==> config.mk <==
export PLATFORM = sky130hd
export DESIGN_NAME = uart_top
export DESIGN_NICKNAME = d
export VERILOG_FILES = /design/src/hdl/soc_bus_pkg.sv /design/src/hdl/uart_pkg.sv /design/src/hdl/uart_top.sv /design/src/hdl/uart_tx.sv /design/src/hdl/uart_tx_fifo.sv
export SDC_FILE = /design/constraint.sdc
export NUM_CORES = 1
export LEC_CHECK = 0
export ABC_CLOCK_PERIOD_IN_PS = 3400
export BUFFER_PORTS_ARGS = -buffer_cell sky130_fd_sc_hd__buf_2
export CAP_MARGIN = 25
export CORE_AREA = 2 2 77 79
export CTS_BUF_LIST = sky130_fd_sc_hd__clkbuf_16
export CTS_CLUSTER_DIAMETER = 50
export DETAILED_ROUTE_END_ITERATION = 16
export DIE_AREA = 0 0 79 81
export PLACE_DENSITY = 0.74
export SLEW_MARGIN = 20
export SYNTH_ARGS = -nofsm -noshare
export SYNTH_HDL_FRONTEND = slang
export SYNTH_SLANG_ARGS = --single-unit
export TNS_END_PERCENT = 10
==> constraint.sdc <==
create_clock -name clk_i -period 3.4 [get_ports clk_i]
set_clock_uncertainty 0.15 [all_clocks]
set_input_delay 0.68 -clock clk_i [delete_from_list [all_inputs] [get_ports clk_i]]
set_output_delay 0.68 -clock clk_i [all_outputs]
set_load 0.01 [all_outputs]
==> src/hdl/soc_bus_pkg.sv <==
package soc_bus_pkg;

    // Bus widths.
    localparam int ADDR_W = 16;
    localparam int DATA_W = 32;
    localparam int SEL_W  = 4;

    // Offset within a slave window.
    localparam int OFS_W = 12;

    localparam int RAM_WORDS = 256;

    // Address map decoded on bits 13 and 12.
    localparam logic [ADDR_W-1:0] RAM_BASE  = 16'h0000;
    localparam logic [ADDR_W-1:0] UART_BASE = 16'h1000;
    localparam logic [ADDR_W-1:0] GPIO_BASE = 16'h2000;

    // GPIO register offsets.
    localparam logic [OFS_W-1:0] GPIO_OUT_OFS = 12'h000;
    localparam logic [OFS_W-1:0] GPIO_IN_OFS  = 12'h004;

    typedef enum logic [1:0] {
        SLV_RAM  = 2'b00,
        SLV_UART = 2'b01,
        SLV_GPIO = 2'b10,
        SLV_NONE = 2'b11
    } slave_e;

endpackage

==> src/hdl/uart_pkg.sv <==
package uart_pkg;

    // Register offsets.
    localparam logic [11:0] UART_DATA_OFS = 12'h000;
    localparam logic [11:0] UART_STAT_OFS = 12'h004;

    // Serial bit time in bus clocks.
    localparam int CLKS_PER_BIT = 8;

    localparam int FIFO_DEPTH = 4;

    // Transmitter states.
    typedef enum logic [1:0] {
        TX_IDLE  = 2'b00,
        TX_START = 2'b01,
        TX_DATA  = 2'b10,
        TX_STOP  = 2'b11
    } tx_state_e;

endpackage

==> src/hdl/uart_top.sv <==
`timescale 1ns/1ps

module uart_top (
    input  logic                           clk_i,
    input  logic                           arst_n_i,
    input  logic                           req_i,
    input  logic                           we_i,
    input  logic [soc_bus_pkg::OFS_W-1:0]  adr_i,
    input  logic [soc_bus_pkg::DATA_W-1:0] dat_i,
    output logic [soc_bus_pkg::DATA_W-1:0] dat_o,
    output logic                           ready_o,
    output logic                           txd_o,
    output logic                           uart_irq_o
);

    logic       data_sel;
    logic       push;
    logic       pop;
    logic       full;
    logic       empty;
    logic       tx_busy;
    logic       idle;
    logic [7:0] fifo_dat;

    assign data_sel = (adr_i == uart_pkg::UART_DATA_OFS);

    // Hold off data writes while the FIFO is full.
    assign ready_o = !(we_i && data_sel && full);
    assign push    = req_i && we_i && data_sel;

    assign idle       = empty && !tx_busy;
    assign uart_irq_o = idle;

    // Only the status register reads nonzero.
    always_ff @(posedge clk_i) begin
        if (req_i && !we_i) begin
            if (adr_i == uart_pkg::UART_STAT_OFS) begin
                dat_o <= {{(soc_bus_pkg::DATA_W-2){1'b0}}, full, idle};
            end else begin
                dat_o <= '0;
            end
        end
    end

    uart_tx_fifo fifo0 (
        .clk_i      (clk_i),
        .arst_n_i   (arst_n_i),
        .push_i     (push),
        .push_dat_i (dat_i[7:0]),
        .pop_i      (pop),
        .pop_dat_o  (fifo_dat),
        .full_o     (full),
        .empty_o    (empty)
    );

    uart_tx tx0 (
        .clk_i    (clk_i),
        .arst_n_i (arst_n_i),
        .empty_i  (empty),
        .dat_i    (fifo_dat),
        .pop_o    (pop),
        .busy_o   (tx_busy),
        .txd_o    (txd_o)
    );

endmodule

==> src/hdl/uart_tx.sv <==
`timescale 1ns/1ps

module uart_tx (
    input  logic       clk_i,
    input  logic       arst_n_i,
    input  logic       empty_i,
    input  logic [7:0] dat_i,
    output logic       pop_o,
    output logic       busy_o,
    output logic       txd_o
);

    localparam int CNT_W = $clog2(uart_pkg::CLKS_PER_BIT);

    uart_pkg::tx_state_e state_q;
    logic [CNT_W-1:0]    cnt_q;
    logic [2:0]          bit_q;
    logic [7:0]          shift_q;
    logic                bit_end;

    assign bit_end = (cnt_q == CNT_W'(uart_pkg::CLKS_PER_BIT - 1));

    // Byte is taken in the first cycle of the start bit.
    assign pop_o  = (state_q == uart_pkg::TX_START) && (cnt_q == '0);
    assign busy_o = (state_q != uart_pkg::TX_IDLE);

    // ****************************************
    // Frame sequencer.
    // ****************************************
    always_ff @(posedge clk_i or negedge arst_n_i) begin
        if (!arst_n_i) begin
            state_q <= uart_pkg::TX_IDLE;
            cnt_q   <= '0;
            bit_q   <= '0;
        end else begin
            if (state_q == uart_pkg::TX_IDLE || bit_end) begin
                cnt_q <= '0;
            end else begin
                cnt_q <= cnt_q + 1'b1;
            end
            case (state_q)
                uart_pkg::TX_IDLE: begin
                    if (!empty_i) begin
                        state_q <= uart_pkg::TX_START;
                    end
                end
                uart_pkg::TX_START: begin
                    if (bit_end) begin
                        state_q <= uart_pkg::TX_DATA;
                        bit_q   <= '0;
                    end
                end
                uart_pkg::TX_DATA: begin
                    if (bit_end) begin
                        bit_q <= bit_q + 1'b1;
                        if (bit_q == 3'd7) begin
                            state_q <= uart_pkg::TX_STOP;
                        end
                    end
                end
                default: begin
                    if (bit_end) begin
                        state_q <= uart_pkg::TX_IDLE;
                    end
                end
            endcase
        end
    end

    // LSB first.
    always_ff @(posedge clk_i) begin
        if (pop_o) begin
            shift_q <= dat_i;
        end else if (state_q == uart_pkg::TX_DATA && bit_end) begin
            shift_q <= {1'b0, shift_q[7:1]};
        end
    end

    always_comb begin
        case (state_q)
            uart_pkg::TX_START: txd_o = 1'b0;
            uart_pkg::TX_DATA:  txd_o = shift_q[0];
            default:            txd_o = 1'b1;
        endcase
    end

endmodule

==> src/hdl/uart_tx_fifo.sv <==
`timescale 1ns/1ps

module uart_tx_fifo (
    input  logic       clk_i,
    input  logic       arst_n_i,
    input  logic       push_i,
    input  logic [7:0] push_dat_i,
    input  logic       pop_i,
    output logic [7:0] pop_dat_o,
    output logic       full_o,
    output logic       empty_o
);

    localparam int PTR_W = $clog2(uart_pkg::FIFO_DEPTH);

    logic [7:0]       mem [uart_pkg::FIFO_DEPTH];
    logic [PTR_W-1:0] wr_ptr_q;
    logic [PTR_W-1:0] rd_ptr_q;
    logic [PTR_W:0]   count_q;
    logic             push_ok;
    logic             pop_ok;

    assign full_o  = (count_q == (PTR_W+1)'(uart_pkg::FIFO_DEPTH));
    assign empty_o = (count_q == '0);

    // Requests against the wrong flag are ignored.
    assign push_ok = push_i && !full_o;
    assign pop_ok  = pop_i && !empty_o;

    always_ff @(posedge clk_i or negedge arst_n_i) begin
        if (!arst_n_i) begin
            wr_ptr_q <= '0;
            rd_ptr_q <= '0;
            count_q  <= '0;
        end else begin
            if (push_ok) begin
                wr_ptr_q <= wr_ptr_q + 1'b1;
            end
            if (pop_ok) begin
                rd_ptr_q <= rd_ptr_q + 1'b1;
            end
            case ({push_ok, pop_ok})
                2'b10:   count_q <= count_q + 1'b1;
                2'b01:   count_q <= count_q - 1'b1;
                default: count_q <= count_q;
            endcase
        end
    end

    always_ff @(posedge clk_i) begin
        if (push_ok) begin
            mem[wr_ptr_q] <= push_dat_i;
        end
    end

    assign pop_dat_o = mem[rd_ptr_q];

endmodule

==> After elaboration in Yosys (flattened, before gate mapping) <==
Memory sizes are Yosys's and may differ from the RTL's.
Index checks and enable logic that the tools add are counted.
W data, S select, Z words.
{ "classes": {"n_eq_ne": 12, "n_mux": 16, "add_sub_neg": 6, "reduce_logical": 27} }
{ "op_table": {"columns": ["cell", "n"], "rows": [
  ["$mux W8", 2],
  ["$eq A12 B3 Y1 const B", 1],
  ["$logic_not A12 Y1", 1],
  ["$pmux W3 S2", 2],
  ["$logic_and A1 B1 Y1", 10],
  ["$mux W2", 5],
  ["$reduce_bool A2 Y1", 5],
  ["$add A3 B1 Y3 const B", 3],
  ["$eq A3 B3 Y1 const B", 3],
  ["$mux W3", 3],
  ["$logic_not A3 Y1", 2],
  ["$ne A2 B1 Y1 const B", 3],
  ["$pmux W2 S3", 1],
  ["$logic_not A1 Y1", 5],
  ["$reduce_and A5 Y1", 1],
  ["$add A2 B1 Y2 const B", 2],
  ["$eq A2 B1 Y1 const B", 2],
  ["$eq A2 B2 Y1 const B", 2],
  ["$reduce_and A3 Y1", 1],
  ["$sub A3 B1 Y3 const B", 1],
  ["$logic_not A2 Y1", 1],
  ["$mux W1", 2],
  ["$ne A2 B2 Y1 const B", 1],
  ["$pmux W1 S2", 1],
  ["$logic_or A1 B1 Y1", 1]
]} }
{ "word_totals": {"elab_cells": 71, "ramBits": 32, "regBits": 55, "memories": 1, "out_inout_bits": 35, "in_bits": 48} }
{ "mem_list": {"columns": ["name", "depth", "word_bits", "rd", "rd_clocked_by_memory_dff", "write_ports", "line_no", "rtl"], "rows": [
  ["fifo0.mem", 4, 8, 1, 0, 1, "uart_tx_fifo.sv:16", "logic [7:0] mem [uart_pkg::FIFO_DEPTH];"]
]} }

==> Longest topological paths before layout <==
Gate-level depths: netlist (run 1).
{ "depth": {"depth_word": 5, "ltp_mapped": 11, "mapped_depth_nobuf": 10} }

==> By module <==
From an unflattened synthesis (run 1), not the netlist that was laid out.
{ "hier_totals": {"hier_cells": 187, "hier_area_um2": 2792.7} }
{ "by_module_without_submodules": {"columns": ["mod", "cells_each", "seq_area_each_um2", "area_per_inst_um2", "instances"], "rows": [
  ["uart_tx_fifo", 79, 1136.1, 1592.8, 1],
  ["uart_tx", 62, 440.4, 820.8, 1],
  ["uart_top", 46, 60.1, 379.1, 1]
]} }

==> Worst setup path after synthesis (run 1) <==
OpenSTA, ideal clock, no wires.
{ "synth_timing": {"kind": "in2reg", "startpoint": "input port we_i", "endpoint": "register fifo0.count_q[2]", "arrival_ns": 2.258, "setup_time_ns": 0.079, "cell_stages": 11, "path_buffers": 1, "path_slack_ns": 0.913, "path_cell_list": "nor2b_1 and4_1 and3_1 buf_6 inv_1 ha_1 inv_1 fa_1 xor2_1 nor2_1 xor2_1"} }
{ "synth_between": {"elab_chain_len": 5} }
{ "synth_rtl": {"columns": ["element", "line_no", "rtl"], "rows": [
  ["start: declaration", "uart_top.sv:7", "input logic we_i,"],
  ["$logic_and A1 B1 Y1 (*) (2 in a row)", "uart_top.sv:29", "assign push = req_i && we_i && data_sel;"],
  ["$logic_and A1 B1 Y1 (*)", "uart_tx_fifo.sv:27", "assign push_ok = push_i && !full_o;"],
  ["$eq A2 B1 Y1 / $eq A2 B2 Y1 (equally long branches)", "uart_tx_fifo.sv:42", "case ({push_ok, pop_ok})"],
  ["$pmux W3 S2 / $reduce_bool A2 Y1 (equally long branches)", null, null],
  ["end signal: assignment", "uart_tx_fifo.sv:43", "2'b10: count_q <= count_q + 1'b1;"],
  ["end signal: assignment", "uart_tx_fifo.sv:44", "2'b01: count_q <= count_q - 1'b1;"],
  ["end signal: assignment", "uart_tx_fifo.sv:45", "default: count_q <= count_q;"],
  ["end: declaration", "uart_tx_fifo.sv:19", "logic [PTR_W:0] count_q;"]
]} }
Every way passes the cells marked *; elsewhere a longest branch is shown, timed or not.
A chain may end at the register's enable or synchronous reset.

==> Worst setup path in the final report (run 1) <==
{ "layout_timing": {"startpoint": "register tx0.state_q[1]", "endpoint": "register fifo0.count_q[2]"} }
{ "layout_between": {"elab_chain_len": 5} }
{ "layout_rtl": {"columns": ["element", "line_no", "rtl"], "rows": [
  ["start: declaration", "uart_tx.sv:15", "uart_pkg::tx_state_e state_q;"],
  ["start signal: assignment", "uart_tx.sv:32", "state_q <= uart_pkg::TX_IDLE;"],
  ["start signal: assignment", "uart_tx.sv:44", "state_q <= uart_pkg::TX_START;"],
  ["start signal: assignment", "uart_tx.sv:49", "state_q <= uart_pkg::TX_DATA;"],
  ["$eq A2 B1 Y1 (*)", "uart_tx.sv:24", "assign pop_o = (state_q == uart_pkg::TX_START) && (cnt_q == '0);"],
  ["$logic_and A1 B1 Y1 (*)", "uart_tx.sv:24", null],
  ["$logic_and A1 B1 Y1 (*)", "uart_tx_fifo.sv:28", "assign pop_ok = pop_i && !empty_o;"],
  ["named net fifo0.pop_ok", "uart_tx_fifo.sv:21", "logic pop_ok;"],
  ["$eq A2 B1 Y1 / $eq A2 B2 Y1 (equally long branches)", "uart_tx_fifo.sv:42", null],
  ["$pmux W3 S2 / $reduce_bool A2 Y1 (equally long branches)", null, null]
]} }
The timed path passes the listed nets; every way through them passes the cells marked *.

==> reports/metrics.yaml, run 1 <==
power_and_ir_drop:
  p_leak_nw: 1.32
  p_sw_share_pct: 19.6
  internal-power_mw: 1.32
  ir_drop_mv: 0.407
  p_switching_mw: 0.320
  p_per_area_nw_per_um2: 522
  seqPwrFrac_pct: 45.7
  p_clk_share_pct: 51.8
  combinationalPowerShare_pct: 2.5
cells_and_area:
  multi_input_area_um2: 928
  stdcell_count: 300
  drive_above_1_share_pct: 29.8
  nFillCells: 469
  diodes: 0
  stdcell_area_um2: 3140
  seqCellArea_um2: 1640
  area_delta_synth_final_pct: 14.2
  fin_nets: 283
timing:
  hold_viol_final: 0
  setup_viol: 0
  finalSetupTns_ps: 0
  tightest_slew_ps: 609
  fmax_mhz: 399
  drv_slew: 0
  period_needed_ps: 2510
  finalCritPeriodShare_pct: 73.7
  max_slew_margin_pct: 59.4
  grt_setup_unrepaired: "no"
die:
  die_area_um2: 6400
  initial_core_util_pct: 48.4
  io_pins: 83
  std_cell_rows: 28
  core-area_um2: 5680
  die_height_um: 81
  dieWidth_um: 79
synth:
  synthXorXnorAreaFrac_pct: 1.91
  synthTopCellsByCount: "edfxtp_1, buf_4, dfrtp_1, ha_1, inv_1"
  ys_seq_elements: 57
  synth_top_family_by_area: "multiplexers"
  netlist_area_um2: 2750
  synthMuxAreaShare_pct: 11.5
  synth_flop_cell: "edfxtp_1"
  ys.warnings.count: 0
  synth-edff-count: 42
  yosysTopAreaCell: "edfxtp_1"
  avgSynthCellArea_um2: 14.9
  synth_most_common_cell: "edfxtp_1"
  yosys-top-cells-area: "edfxtp_1, dfrtp_1, buf_4"
  synth_compound_area_share_pct: 1.59
  ys_seq_area_share_pct: 59.5
  synth_top_area_share_pct: 45.9
  yosysUniqueCellTypes: 33
  synth_fa_ha_area_share_pct: 7.10
  async_reset_ff_share_pct: 26.3
  netlist_instances: 184
  synth-simple-area-share_pct: 7.56
placed_design:
  dp.cells: 284
  hpwl_um: 2750
  place.gp.congestion: 0.677
  numPortBuffers: 28
  dpl-instance-area_um2: 2850
worst_setup_path:
  timing.rr.end: "fifo0.count_q[2]$_DFFE_PN0P_"
  critPathMaxStageDelay_ps: 410
  ff2ff_path_depth: 11
  cp-startpoint: "tx0.state_q[1]$_DFFE_PN0P_"
  cp_top_family: "adder cells"
  cp_slowest_cell: "dfrtp_1"
  critPathKind: "register to register"
  cp-end-kind: "register"
  path_cells: "inv_1 -> ha_1 -> nand3b_1 -> buf_4 -> nor2_1 -> ha_1 -> inv_1 -> fa_1 -> xor2_1 -> nor2_1 -> xor2_1"
  cp.buffers_inverters: 3
  cp-start-kind: "register"
  crit_required_ps: 3490
  path_max_fanout: 10
  reg2reg_from: "tx0.state_q[1]$_DFFE_PN0P_"
  timing.critical_path.arrival_ps: 2600
  r2r_setup_slack_ps: 890
drt:
  drcViolationCount: 0
  detail-route-antenna-nets: 0
  wl_um: 3960
  wl_per_cell_um: 13.2
  drtPass1Iterations: 4
  vias: 1407
  drt_iter0_drc: 57
  routed_via_density: 4.69
job:
  max-cap-violations: 0
global_routing:
  grt_max_degree: 16
  gr-total-overflow: 0
  grt_pass1_wl_um: 6220
  antenna_found_initial: 0
  grt_usage_pct: 13.4
  grt_pass1_vias: 1327
cts:
  cts_tree: "yes"
  cts_buffer_depth: 2
  post_cts_resized: 0
  cts_made_buffers: 9
  post_cts_buffers: 0
  htree_levels: 3
  cts_root_buf: "clkbuf_16"
  clk_pin_slew_ps: 50
  cts_sinks: 57
  clk_latency_ps: 320
  holdBufCountCts: 0
min_path:
  hold_path_class: "input pin to asynchronous set/reset pin"
outcome:
  status: "complete, no violations"
-- metal layers --
metal,part of all wire [%],GRT usage (%)
met1,44,16.0
met2,49,21.3
met3,3.9,3.44
met4,2.9,9.31
met5,0,0
-- cell families (layout without fill, tap and decap cells) --
family,Yosys count,count (layout)
simple gates,34,34
mux,20,20
buf+inv,45,57
xor+xnor,6,6
compound gates,6,6
flops,57,57
other cells,1,30
fa+ha+maj,15,15
-- cell usage in the layout, fill, tap and decap left out, drive strengths merged --
cell type  Yosys  final
nand2          5      5
nor3b          2      2
nor4           2      2
conb           1     30
nor3           3      3
mux2          10     10
dfrtp         15     15
and2           4      4
buf           32     29
nor2b          3      3
a22oi          1      1
mux2i          2      2
mux4           8      8
fa             1      1
o21ai          2      2
nand4          1      1
xor2           3      3
nand2b         1      1
clkinv         0      3
bufinv         0      1
ha            14     14
nand3b         1      1
clkinvlp       0      2
clkbuf         1      9
and4           1      1
and3           2      2
o41ai          1      1
nor2           8      8
edfxtp        42     42
nand3          1      1
inv           12     13
a22o           2      2
xnor2          3      3
-- power groups by stage --
stage | logic (mW) | registers [mW] | clock network, mW
5_1_grt | 0.0469 | 0.748 | 0.891
2_1_floorplan | 0.0431 | 0.762 | 0
4_1_cts | 0.0410 | 0.748 | 0.861
3_5_place_dp | 0.0409 | 0.761 | 0
3_3_place_gp | 0.0396 | 0.761 | 0
6_report | 0.0409 | 0.749 | 0.848
-- area by class of cell --
class / count / area share [%]
clock buffers: 9 / 7.17
clock inverters: 7 / 1.99
inverters: 12 / 1.43
multi-input cells: 111 / 29.6
flip-flops and latches: 57 / 52.1
well taps: 75 / 2.99
repair buffers: 29 / 4.70
-- stage by stage --
| stage | setup slack [ps] | hold WS [ps] | total power, mW | utilization [%] |
|---|---|---|---|---|
| 5_1_grt | 666 | 128 | 1.69 | 55.3 |
| 6_report | 894 | 107 | 1.64 | 55.3 |
| 4_1_cts | 865 | 111 | 1.65 | 55.3 |
| 3_3_place_gp | 621 | 306 | 0.801 | 50.2 |
| 3_5_place_dp | 559 | 305 | 0.802 | 50.2 |
| 2_1_floorplan | 913 | 234 | 0.805 | - |
-- worst max path at each step --
stage / endpoint / cells past startpoint / slack (ps)
after floorplan: fifo0.count_q[2]$_DFFE_PN0P_ / 11 / 910
after global placement: fifo0.count_q[2]$_DFFE_PN0P_ / 11 / 620
after detailed placement: fifo0.count_q[2]$_DFFE_PN0P_ / 11 / 560
after CTS: fifo0.count_q[2]$_DFFE_PN0P_ / 11 / 870
after global routing: fifo0.count_q[2]$_DFFE_PN0P_ / 11 / 670
final: fifo0.count_q[2]$_DFFE_PN0P_ / 11 / 890
-- state kept, by name, summed over array words and instances, names as in the netlist --
signal / count
fifo0.mem: 32
tx0.shift_q: 8
fifo0.count_q: 3
tx0.bit_q: 3
tx0.cnt_q: 3
dat_o: 2
fifo0.rd_ptr_q: 2
fifo0.wr_ptr_q: 2
tx0.state_q: 2
(Power assumes the default switching activity.)
==> inputs of run 2 (changes only) <==
Settings changed: ABC_CLOCK_PERIOD_IN_PS 3400 to 2500.
Clock period 3.4 ns to 2.5 ns, I/O delays scaled along.
==> run 2 against run 1 <==
  * Critical path depth is 1 lower
  * Count of clock-buffer cells in the layout did not move
  * Via count is 1.4% higher
  * Worst setup slack got worse by 670 ps
  * Worst hold slack improved by 140 ps
  * Sequential share of layout area fell by 1.6 points
  * Non-clock buffer count increased by 5
  * Combinational power is 40% higher
  * Largest cell class unchanged
  * Fmax grew 10%
  * Wire length rose by 4.8%
  * Sequential cell count stayed put
  * Register-to-register slack worse by 670 ps
==> reports/metrics.yaml, run 2 (synthesized netlist as in run 1, its figures left out) <==
drt:
  drcViolationCount: 0
  wl_per_cell_um: 13.6
  drtPass1Iterations: 4
  wl_um: 4150
  drt_iter0_drc: 60
  detail-route-antenna-nets: 0
  routed_via_density: 4.68
  vias: 1426
global_routing:
  grt_usage_pct: 14.6
  grt_pass1_wl_um: 6710
  grt_max_degree: 16
  antenna_found_initial: 0
  gr-total-overflow: 0
  grt_pass1_vias: 1367
timing:
  fmax_mhz: 440
  drv_slew: 0
  setup_viol: 0
  period_needed_ps: 2270
  finalSetupTns_ps: 0
  fin_ws_ps: 228
  grt_setup_unrepaired: "no"
  hold_viol_final: 0
  finalCritPeriodShare_pct: 90.9
cells_and_area:
  area_delta_synth_final_pct: 17.8
  multi_input_area_um2: 931
  stdcell_area_um2: 3240
  nFillCells: 451
  diodes: 0
  mostFrequentLayoutCells: "edfxtp_1, conb_1, buf_2"
  fin_nets: 288
  drive_above_1_share_pct: 31.7
  regMostFlops: "fifo0.mem"
  layout_commonest_cell: "edfxtp_1"
  stdcell_count: 305
  reg_top3: "fifo0.mem x32, tx0.shift_q x8"
  seqCellArea_um2: 1640
  largest_reg_flops: 32
placed_design:
  dpl-instance-area_um2: 2870
  numPortBuffers: 28
  preCtsSetupSlack_ps: 41.6
  place.gp.congestion: 0.699
  dp.cells: 287
  hpwl_um: 2950
power_and_ir_drop:
  p_leak_nw: 1.37
  p_switching_mw: 0.453
  internal-power_mw: 2.01
  p_clk_share_pct: 56.3
  combinationalPowerShare_pct: 2.3
  seqPwrFrac_pct: 41.4
  ir_drop_mv: 0.554
  p_per_area_nw_per_um2: 760
  p_sw_share_pct: 18.4
cts:
  cts_made_buffers: 9
  clk_pin_slew_ps: 50
  htree_levels: 3
  cts_sinks: 57
  clk_latency_ps: 320
  cts_tree: "yes"
  cts_buffer_depth: 2
  cts_root_buf: "clkbuf_16"
job:
  max-cap-violations: 0
outcome:
  status: "complete, no violations"
die:
  die_area_um2: 6400
  die_height_um: 81
  dieWidth_um: 79
  io_pins: 83
  initial_core_util_pct: 48.4
  core-area_um2: 5680
  std_cell_rows: 28
worst_setup_path:
  timing.critical_path.arrival_ps: 2360
  critPathKind: "register to register"
  cp-start-kind: "register"
  cp-end-kind: "register"
  path_max_fanout: 4
  crit_required_ps: 2590
min_path:
  hold_path_class: "input pin to register"
[run 2: cell type report]
class,count,share of cell area [%]
sequential,57,50.5
tap,75,2.90
clock inverter,7,3.67
inverter,12,1.39
clock buffer,9,6.96
timing repair buffer,34,5.80
multi-input combinational,111,28.7
[run 2: worst max-delay path: stages (launching register included)]
cell and delay, ps:
dfrtp_1 410, inv_1 90, ha_1 200, nand3b_1 150
nor2_2 160, ha_1 200, inv_1 60, fa_1 370
xor2_1 150, nor2_1 110, xor2_1 160
[run 2: worst paths after layout]
check / from / end / slack [ps] / cells past startpoint
max in group asynchronous: arst_n_i / fifo0.count_q[0]$_DFFE_PN0P_ / 1460 / 2
min in group asynchronous: arst_n_i / fifo0.rd_ptr_q[1]$_DFFE_PN0P_ / 470 / 2
worst min-delay path: dat_i[2] / fifo0.mem[3][2]$_DFFE_PP_ / 250 / 1
worst max-delay path: tx0.state_q[1]$_DFFE_PN0P_ / fifo0.count_q[2]$_DFFE_PN0P_ / 230 / 10
worst max register to register: tx0.state_q[1]$_DFFE_PN0P_ / fifo0.count_q[2]$_DFFE_PN0P_ / 230 / 10
worst min register to register: tx0.cnt_q[0]$_DFF_PN0_ / tx0.cnt_q[0]$_DFF_PN0_ / 320 / 1
[run 2: power by group through the flow]
stage / registers, mW / logic, mW / clock network [mW]
final: 1.02 / 0.0571 / 1.39
after global routing: 1.02 / 0.0656 / 1.45
after CTS: 1.02 / 0.0573 / 1.41
after detailed placement: 1.04 / 0.0554 / 0
after global placement: 1.04 / 0.0537 / 0
after floorplan: 1.04 / 0.0586 / 0
[run 2: metrics by stage]
| step | hold WS [ps] | power, mW | util [%] |
|---|---|---|---|
| 6_report | 247 | 2.46 | 57.1 |
| 3_3_place_gp | 275 | 1.09 | 50.6 |
| 3_5_place_dp | 277 | 1.09 | 50.6 |
| 2_1_floorplan | 54.4 | 1.09 | - |
| 4_1_cts | 235 | 2.48 | 56.9 |
| 5_1_grt | 249 | 2.53 | 57.1 |
[run 2: what timing repair did]
action / 4_1_cts / 5_1_grt
hold endpoints to repair: 15 / 0
hold buffers: 1 / 0
resized for setup: 0 / 1
endpoints found under the setup margin: 0 / 1
setup buffers: 0 / 1
[run 2: metal layers]
metal / wire length, um / part of all wire, % / track usage [%] / up-vias
li1: - / - / - / 686
met1: 1690 / 41 / 17.3 / 692
met2: 2170 / 52 / 23.3 / 38
met3: 151 / 3.6 / 3.78 / 10
met4: 137 / 3.3 / 10.3 / 0
met5: 0 / 0 / 0 / -
